==> src/logic/lsu_cfg.svh <==
// load/store slice sizing
`ifndef LSU_CFG_SVH
`define LSU_CFG_SVH

// data and address width
`define LSU_XLEN 32

// rob tag width
`define LSU_TAG_W 5

// store queue entries, power of two so the pointers wrap on their own
// this is also the number of store credits dispatch starts with
`define LSU_STQ_SIZE 8

// data memory depth in words
// word index is taken from the address bits above the byte offset
`define LSU_MEM_WORDS 64

`endif
==> src/logic/lsu_pkg.sv <==
// load/store shared types
package lsu_pkg;

	// operation presented to the data memory port
	typedef enum logic [1:0] {
		op_none,
		op_read,
		op_write
	} mem_op_t;

	// owner of the most recent memory grant
	// used for round robin between the two requesters
	typedef enum logic {
		own_store,
		own_load
	} grant_t;

	// load unit fsm
	typedef enum logic [1:0] {
		ld_idle,
		ld_request,
		ld_wait_data
	} load_state_t;

endpackage

==> src/logic/lsu_top.sv <==
// load/store unit top
`include "lsu_cfg.svh"

module lsu_top (
	input logic clk,
	input logic reset,

	input logic stq_alloc,
	input logic [`LSU_TAG_W-1:0] alloc_tag,
	input logic [`LSU_XLEN-1:0] alloc_data,
	input logic alloc_data_valid,

	input logic agu_valid,
	input logic [`LSU_TAG_W-1:0] agu_tag,
	input logic [`LSU_XLEN-1:0] agu_addr,

	input logic cdb_valid,
	input logic [`LSU_TAG_W-1:0] cdb_tag,
	input logic [`LSU_XLEN-1:0] cdb_data,

	input logic commit_valid,
	input logic [`LSU_TAG_W-1:0] commit_tag,

	input logic load_valid,
	input logic [`LSU_TAG_W-1:0] load_tag,
	input logic [`LSU_XLEN-1:0] load_addr,

	output logic sq_credit,
	output logic ld_credit,
	output logic load_result_valid,
	output logic [`LSU_TAG_W-1:0] load_result_tag,
	output logic [`LSU_XLEN-1:0] load_result_data
);

	// store queue to arbiter
	logic st_req;
	logic st_grant;
	logic [`LSU_XLEN-1:0] st_addr;
	logic [`LSU_XLEN-1:0] st_data;

	// load unit to arbiter
	logic ld_req;
	logic ld_grant;
	logic [`LSU_XLEN-1:0] ld_addr;
	logic ld_rdata_valid;
	logic [`LSU_XLEN-1:0] ld_rdata;

	// arbiter to memory
	lsu_pkg::mem_op_t mem_op;
	logic [`LSU_XLEN-1:0] mem_addr;
	logic [`LSU_XLEN-1:0] mem_wdata;
	logic [`LSU_XLEN-1:0] mem_rdata;

	store_queue stq0 (
		.clk(clk), .reset(reset),
		.stq_alloc(stq_alloc), .alloc_tag(alloc_tag),
		.alloc_data(alloc_data), .alloc_data_valid(alloc_data_valid),
		.agu_valid(agu_valid), .agu_tag(agu_tag), .agu_addr(agu_addr),
		.cdb_valid(cdb_valid), .cdb_tag(cdb_tag), .cdb_data(cdb_data),
		.commit_valid(commit_valid), .commit_tag(commit_tag),
		.st_grant(st_grant), .st_req(st_req),
		.st_addr(st_addr), .st_data(st_data), .sq_credit(sq_credit)
	);

	load_unit ldu0 (
		.clk(clk), .reset(reset),
		.load_valid(load_valid), .load_tag(load_tag), .load_addr(load_addr),
		.ld_grant(ld_grant), .ld_rdata_valid(ld_rdata_valid), .ld_rdata(ld_rdata),
		.ld_req(ld_req), .ld_addr(ld_addr), .ld_credit(ld_credit),
		.load_result_valid(load_result_valid), .load_result_tag(load_result_tag),
		.load_result_data(load_result_data)
	);

	mem_arbiter arb0 (
		.clk(clk), .reset(reset),
		.st_req(st_req), .st_addr(st_addr), .st_data(st_data),
		.ld_req(ld_req), .ld_addr(ld_addr),
		.mem_rdata(mem_rdata),
		.st_grant(st_grant), .ld_grant(ld_grant),
		.mem_op(mem_op), .mem_addr(mem_addr), .mem_wdata(mem_wdata),
		.ld_rdata_valid(ld_rdata_valid), .ld_rdata(ld_rdata)
	);

	data_mem mem0 (
		.clk(clk),
		.mem_op(mem_op),
		.mem_addr(mem_addr),
		.mem_wdata(mem_wdata),
		.mem_rdata(mem_rdata)
	);

endmodule

==> src/logic/data_mem.sv <==
// data memory
`include "lsu_cfg.svh"

module data_mem (
	input logic clk,
	input lsu_pkg::mem_op_t mem_op,
	input logic [`LSU_XLEN-1:0] mem_addr,
	input logic [`LSU_XLEN-1:0] mem_wdata,
	output logic [`LSU_XLEN-1:0] mem_rdata
);

	localparam int IDX_W = $clog2(`LSU_MEM_WORDS);

	logic [`LSU_XLEN-1:0] mem [`LSU_MEM_WORDS];
	logic [IDX_W-1:0] word_idx;

	// word addressed, drop the byte offset
	assign word_idx = mem_addr[IDX_W+1:2];

	always_ff @(posedge clk) begin
		if (mem_op == lsu_pkg::op_write) begin
			mem[word_idx] <= mem_wdata;
		end
		// registered read, one cycle latency
		if (mem_op == lsu_pkg::op_read) begin
			mem_rdata <= mem[word_idx];
		end
	end

endmodule

==> src/logic/mem_arbiter.sv <==
// memory port arbiter
`include "lsu_cfg.svh"

module mem_arbiter (
	input logic clk,
	input logic reset,

	// store write-out
	input logic st_req,
	input logic [`LSU_XLEN-1:0] st_addr,
	input logic [`LSU_XLEN-1:0] st_data,

	// load read
	input logic ld_req,
	input logic [`LSU_XLEN-1:0] ld_addr,

	input logic [`LSU_XLEN-1:0] mem_rdata,

	output logic st_grant,
	output logic ld_grant,

	// memory port
	output lsu_pkg::mem_op_t mem_op,
	output logic [`LSU_XLEN-1:0] mem_addr,
	output logic [`LSU_XLEN-1:0] mem_wdata,

	// read return to the load unit
	output logic ld_rdata_valid,
	output logic [`LSU_XLEN-1:0] ld_rdata
);

	lsu_pkg::grant_t last_owner;

	// on contention the side not served last goes first
	assign st_grant = st_req && (!ld_req || last_owner == lsu_pkg::own_load);
	assign ld_grant = ld_req && !st_grant;

	always_comb begin
		mem_op = lsu_pkg::op_none;
		if (st_grant) begin
			mem_op = lsu_pkg::op_write;
		end else if (ld_grant) begin
			mem_op = lsu_pkg::op_read;
		end
	end

	assign mem_addr = st_grant ? st_addr : ld_addr;
	// write data only matters on a write
	assign mem_wdata = st_data;

	always_ff @(posedge clk) begin
		if (!reset) begin
			last_owner <= lsu_pkg::own_load;
			ld_rdata_valid <= 1'b0;
		end else begin
			// memory read data shows up one cycle after the grant
			ld_rdata_valid <= ld_grant;
			if (st_grant) begin
				last_owner <= lsu_pkg::own_store;
			end else if (ld_grant) begin
				last_owner <= lsu_pkg::own_load;
			end
		end
	end

	// only the load unit reads, qualified by ld_rdata_valid
	assign ld_rdata = mem_rdata;

endmodule

==> src/logic/load_unit.sv <==
// single entry load unit
`include "lsu_cfg.svh"

module load_unit (
	input logic clk,
	input logic reset,

	// load issue
	input logic load_valid,
	input logic [`LSU_TAG_W-1:0] load_tag,
	input logic [`LSU_XLEN-1:0] load_addr,

	// memory port side
	input logic ld_grant,
	input logic ld_rdata_valid,
	input logic [`LSU_XLEN-1:0] ld_rdata,
	output logic ld_req,
	output logic [`LSU_XLEN-1:0] ld_addr,
	output logic ld_credit,

	// result broadcast
	output logic load_result_valid,
	output logic [`LSU_TAG_W-1:0] load_result_tag,
	output logic [`LSU_XLEN-1:0] load_result_data
);

	lsu_pkg::load_state_t state;

	// the load being worked on
	logic [`LSU_TAG_W-1:0] held_tag;
	logic [`LSU_XLEN-1:0] held_addr;

	always_ff @(posedge clk) begin
		if (!reset) begin
			state <= lsu_pkg::ld_idle;
			load_result_valid <= 1'b0;
			ld_credit <= 1'b0;
		end else begin
			// both are single cycle pulses
			load_result_valid <= 1'b0;
			ld_credit <= 1'b0;
			case (state)
				lsu_pkg::ld_idle: begin
					if (load_valid) begin
						state <= lsu_pkg::ld_request;
					end
				end
				lsu_pkg::ld_request: begin
					if (ld_grant) begin
						state <= lsu_pkg::ld_wait_data;
					end
				end
				lsu_pkg::ld_wait_data: begin
					// result and credit go out together
					if (ld_rdata_valid) begin
						state <= lsu_pkg::ld_idle;
						load_result_valid <= 1'b1;
						ld_credit <= 1'b1;
					end
				end
				default: state <= lsu_pkg::ld_idle;
			endcase
		end
	end

	always_ff @(posedge clk) begin
		if (state == lsu_pkg::ld_idle && load_valid) begin
			held_tag <= load_tag;
			held_addr <= load_addr;
		end
		if (state == lsu_pkg::ld_wait_data && ld_rdata_valid) begin
			load_result_data <= ld_rdata;
		end
	end

	// keep asking until the arbiter picks us
	assign ld_req = (state == lsu_pkg::ld_request);
	assign ld_addr = held_addr;

	// tag stays put until the next load, which needs the credit first
	assign load_result_tag = held_tag;

endmodule

==> src/logic/store_queue.sv <==
// store queue
`include "lsu_cfg.svh"

module store_queue (
	input logic clk,
	input logic reset,

	// allocation from dispatch, data may already be known
	input logic stq_alloc,
	input logic [`LSU_TAG_W-1:0] alloc_tag,
	input logic [`LSU_XLEN-1:0] alloc_data,
	input logic alloc_data_valid,

	// address from the agu
	input logic agu_valid,
	input logic [`LSU_TAG_W-1:0] agu_tag,
	input logic [`LSU_XLEN-1:0] agu_addr,

	// late store data off the cdb
	input logic cdb_valid,
	input logic [`LSU_TAG_W-1:0] cdb_tag,
	input logic [`LSU_XLEN-1:0] cdb_data,

	// commit from the rob
	input logic commit_valid,
	input logic [`LSU_TAG_W-1:0] commit_tag,

	// write-out to the arbiter
	input logic st_grant,
	output logic st_req,
	output logic [`LSU_XLEN-1:0] st_addr,
	output logic [`LSU_XLEN-1:0] st_data,
	output logic sq_credit
);

	localparam int PTR_W = $clog2(`LSU_STQ_SIZE);

	// entry status bits
	logic [`LSU_STQ_SIZE-1:0] ent_valid;
	logic [`LSU_STQ_SIZE-1:0] ent_addr_valid;
	logic [`LSU_STQ_SIZE-1:0] ent_data_valid;
	logic [`LSU_STQ_SIZE-1:0] ent_committed;

	// entry payload
	logic [`LSU_TAG_W-1:0] ent_tag [`LSU_STQ_SIZE];
	logic [`LSU_XLEN-1:0] ent_addr [`LSU_STQ_SIZE];
	logic [`LSU_XLEN-1:0] ent_data [`LSU_STQ_SIZE];

	// head is the oldest store, tail the next free slot
	logic [PTR_W-1:0] head;
	logic [PTR_W-1:0] tail;

	// per-entry tag matches for this cycle
	logic [`LSU_STQ_SIZE-1:0] agu_hit;
	logic [`LSU_STQ_SIZE-1:0] cdb_hit;
	logic [`LSU_STQ_SIZE-1:0] commit_hit;

	logic retire;

	// only live entries can match, a stale tag in a free slot is ignored
	always_comb begin
		for (int i = 0; i < `LSU_STQ_SIZE; i++) begin
			agu_hit[i] = ent_valid[i] && agu_valid && (ent_tag[i] == agu_tag);
			cdb_hit[i] = ent_valid[i] && cdb_valid && (ent_tag[i] == cdb_tag);
			commit_hit[i] = ent_valid[i] && commit_valid && (ent_tag[i] == commit_tag);
		end
	end

	// head goes out once it has everything and the rob let it go
	assign st_req = ent_valid[head] && ent_addr_valid[head]
			&& ent_data_valid[head] && ent_committed[head];
	assign st_addr = ent_addr[head];
	assign st_data = ent_data[head];

	// write happens on the same edge as the grant
	assign retire = st_req && st_grant;

	always_ff @(posedge clk) begin
		if (!reset) begin
			head <= '0;
			tail <= '0;
			sq_credit <= 1'b0;
			ent_valid <= '0;
			ent_addr_valid <= '0;
			ent_data_valid <= '0;
			ent_committed <= '0;
		end else begin
			// one credit back per retired store
			sq_credit <= retire;

			for (int i = 0; i < `LSU_STQ_SIZE; i++) begin
				if (agu_hit[i]) begin
					ent_addr_valid[i] <= 1'b1;
				end
				if (cdb_hit[i]) begin
					ent_data_valid[i] <= 1'b1;
				end
				if (commit_hit[i]) begin
					ent_committed[i] <= 1'b1;
				end
			end

			// new store at the tail
			// dispatch holds a credit so the slot is always free here
			if (stq_alloc) begin
				ent_valid[tail] <= 1'b1;
				ent_addr_valid[tail] <= 1'b0;
				ent_data_valid[tail] <= alloc_data_valid;
				ent_committed[tail] <= 1'b0;
				tail <= tail + 1'b1;
			end

			// dropping valid is enough, the other bits are rewritten on alloc
			if (retire) begin
				ent_valid[head] <= 1'b0;
				head <= head + 1'b1;
			end
		end
	end

	// payload capture
	always_ff @(posedge clk) begin
		for (int i = 0; i < `LSU_STQ_SIZE; i++) begin
			if (agu_hit[i]) begin
				ent_addr[i] <= agu_addr;
			end
			if (cdb_hit[i]) begin
				ent_data[i] <= cdb_data;
			end
		end
		// alloc data lands even when not valid yet, the cdb overwrites it later
		if (stq_alloc) begin
			ent_tag[tail] <= alloc_tag;
			ent_data[tail] <= alloc_data;
		end
	end

endmodule

==> config.mk <==
export PLATFORM = sky130hd
export DESIGN_NAME = lsu_top
export DESIGN_NICKNAME = d
export VERILOG_FILES = /design/src/logic/lsu_pkg.sv /design/src/logic/lsu_top.sv /design/src/logic/data_mem.sv /design/src/logic/mem_arbiter.sv /design/src/logic/load_unit.sv /design/src/logic/store_queue.sv
export VERILOG_INCLUDE_DIRS = /design/src /design/src/logic
export SDC_FILE = /design/constraint.sdc
export NUM_CORES = 2
export LEC_CHECK = 0
export ABC_AREA = 1
export BUFFER_PORTS_ARGS = -buffer_cell sky130_fd_sc_hd__buf_2
export CORE_MARGIN = 5
export CORE_UTILIZATION = 26
export DETAILED_ROUTE_END_ITERATION = 8
export GPL_ROUTABILITY_DRIVEN = 1
export PLACE_DENSITY_LB_ADDON = 0.12
export SKIP_LAST_GASP = 1
export SYNTH_ARGS = -nofsm -noshare
export SYNTH_HDL_FRONTEND = slang
export SYNTH_SLANG_ARGS = --single-unit
==> constraint.sdc <==
create_clock -name clk -period 4.7 [get_ports clk]
set_input_delay 0.47 -clock clk [delete_from_list [all_inputs] [get_ports clk]]
set_output_delay 0.47 -clock clk [all_outputs]
set_load 0.02 [all_outputs]
==> flow_summary.json <==
{
  "status": "complete, no violations",
  "vias": 73160,
  "dpl.hpwl_um": 208000,
  "finalNetCount": 11147,
  "setup_viol": 0,
  "tightestPinTransition_ns": 1.13,
  "cts_tree": "yes",
  "die_w_um": 658,
  "die_h_um": 658,
  "post-cts-setup-buffer-count": 0,
  "io_pins": 201,
  "postLayoutCoreUtil": 0.312,
  "path_common_cell": "inv_2",
  "postSynthCellCount": 10628,
  "clock-root-buffer": "clkbuf_16",
  "synth_seq_area_share": 0.686,
  "crit_chain": "inv_2 -> nor2_2 -> nand3_1 -> nand2_1 -> nor2_1 -> nand2_1 -> inv_2 -> nand3_4 -> inv_2 -> o21ai_2 -> inv_2 -> nor3_4 -> buf_4 -> inv_2 -> nor2_4 -> buf_12",
  "yosysWarnings": 0,
  "cp_slowest_stage_delay_ns": 0.54,
  "drt-pass1-iter-count": 6,
  "final_cell_area_um2": 131000,
  "antenna_found_initial": 37,
  "drtIter0Drc": 5555,
  "cp.required_ns": 5.26,
  "slowest_stage": "o21ai_2",
  "powerDensity_nw_per_um2": 394,
  "rsz0062_at_grt": "no",
  "drv_cap": 0,
  "cp_max_fo": 21,
  "ir_drop_mv": 0.272,
  "critical_path_class": "flop to flop",
  "ys_top_cells_by_count": "2978 x nand2_1, 2467 x edfxtp_1, 2158 x inv_1, 1037 x nand3_1, 412 x o21ai_0",
  "drt_wl_total_um": 361000,
  "whs_ns": 0.109,
  "period_share": 0.933,
  "drv_slew": 0,
  "coreArea_um2": 420000,
  "path_clk_slew_ns": 0.06,
  "synth_ff_type": "edfxtp_1",
  "dieArea_um2": 433000,
  "syn-cell-area_um2": 109000,
  "synth_top_area_frac": 0.678,
  "grt-ovfl-total": 0,
  "yosysMostFrequentCell": "nand2_1",
  "viasPerCell": 4.36,
  "cp_num_buf_inv": 7,
  "start_kind": "flop",
  "cts_buffer_depth": 4,
  "htreeDepth": 5,
  "period_needed_ns": 4.39,
  "drc": 0,
  "grt_pass1_wl_um": 519000,
  "synth_cell_types": 39,
  "async_flop_share": 0,
  "area_growth_pct": 19.7,
  "cts_sinks": 2514,
  "placed_cell_area_um2": 120000,
  "finalClockSkew_ns": 0.0634,
  "finalPower_mw": 51.5,
  "grt_pass1_vias": 70745,
  "num_rows": 238,
  "routabilityCongestion": 0.784,
  "crit_arrival_ns": 4.95,
  "track_usage": 0.163,
  "cts_made_buffers": 308,
  "synth_top_area_cell": "edfxtp_1",
  "max_freq_mhz": 228,
  "port_buffers": 148,
  "syn_area_per_cell_um2": 10.3,
  "end_kind": "flop",
  "critical_path.top_delay_family": "simple AND/OR/NAND/NOR gates",
  "post_drt_wl_per_cell_um": 21.5,
  "synth-edff-count": 2467,
  "synthesis.nets": 10791,
  "drive_gt1_frac": 0.0929,
  "ys_seq_elements": 2514,
  "nFillCells": 42698,
  "hold_viol_final": 0,
  "start_util": 0.260,
  "grt_max_degree": 114,
  "slew-limit-headroom": 0.248,
  "hp-class": "primary input to flop",
  "synth_area_leaders": "edfxtp_1 68%, nand2_1 10%, inv_1 7.4%, nand3_1 4.7%, o21ai_0 1.9%",
  "r2r_slack_ns": 0.31,
  "clock_latency_ns": 0.92,
  "tns_ns": 0,
  "leakage_nw": 54.1,
  "ant_nets": 0
}
==> cells in the final DEF (no fill, tap or decap), drive strengths merged, types with 78 or more instances in the layout <==
master / netlist / final
buf: 326 / 473
nand2: 2978 / 2978
nor2: 415 / 415
nand3: 1038 / 1038
inv: 2175 / 2190
clkbuf: 208 / 394
dlygate4sd3: 0 / 107
o21ai: 574 / 574
edfxtp: 2467 / 2467
nand4: 99 / 99
o22ai: 78 / 78
clkinv: 1 / 124
==> metal layers <==
layer / global-route usage / vias up / wire length [um] / share of wire
li1: - / 35226 / - / -
met4: 0.0421 / 6 / 9790 / 0.027
met5: 0 / - / 41 / 0.00011
met3: 0.0227 / 435 / 17200 / 0.048
met1: 0.232 / 35937 / 171000 / 0.47
met2: 0.260 / 1556 / 163000 / 0.45
==> sequential cells by signal, indices dropped and copies added, names as in the netlist, 8 cells and up, named ones only <==
name	cells
stq0.ent_tag	40
stq0.ent_data	256
stq0.ent_data_valid	8
stq0.ent_addr	48
mem0.mem_rdata	32
mem0.mem	2048
stq0.ent_valid	8
stq0.ent_addr_valid	8
stq0.ent_committed	8
ldu0.load_result_data	32
==> worst paths after layout <==
kind | startpoint | endpoint | cells after the start
worst min-delay path | alloc_data[27] | stq0.ent_data[0][27]$_DFFE_PP_ | 3
worst min register to register | mem0.mem_rdata[11]$_DFFE_PN_ | ldu0.load_result_data[11]$_DFFE_PP_ | 0
worst max register to register | stq0.head[2]$_SDFFE_PN0P_ | mem0.mem[30][24]$_DFFE_PP_ | 16
worst max-delay path | stq0.head[2]$_SDFFE_PN0P_ | mem0.mem[30][24]$_DFFE_PP_ | 16
==> area by class of cell <==
type	instances	area [um2]	share of cell area
tap	5520	6910	0.0528
clock buffer	394	8150	0.0623
timing repair buffer	580	6190	0.0473
sequential	2514	75000	0.574
multi-input combinational	5404	24800	0.190
antenna	27	67.6	0.000517
inverter	2176	8170	0.0625
clock inverter	162	1410	0.0108
==> tightest hold or removal path, cell delays in order <==
cell and delay [ns]:
buf_2 0.12, inv_1 0.13, o21ai_0 0.17
==> stage by stage <==
stage,setup slack [ns],cells
after floorplan,0.379,10628
after global placement,0.0987,16087
after detailed placement,0.141,16087
after CTS,0.187,16750
after global routing,0.0448,16753
final,0.313,16777
==> timing repair <==
| action | 4_1_cts | 5_1_grt |
|---|---|---|
| hold buffers | 107 | 0 |
| setup endpoints to repair | 0 | 3 |
| endpoints found under the hold margin | 370 | 0 |
| resized for setup | 0 | 1 |
==> where the power goes <==
part | switching, mW | leakage, nW | internal (mW) | total (mW)
combinational | 2.66 | 26.8 | 0.921 | 3.58
sequential | 0.0511 | 22.6 | 24.9 | 25.0
clock | 9.62 | 4.65 | 13.3 | 22.9
==> cells by family after synthesis <==
logic type / count (synthesis) / synth area share
AND/OR/NAND/NOR: 4554 / 0.172
XOR/XNOR: 24 / 0.00192
AO/OA/AOI/OAI: 824 / 0.0427
adder cells (fa/ha/maj): 2 / 0.000229
flip-flops: 2514 / 0.686
buffers and inverters: 2710 / 0.0971
(Power assumes the default switching activity.)
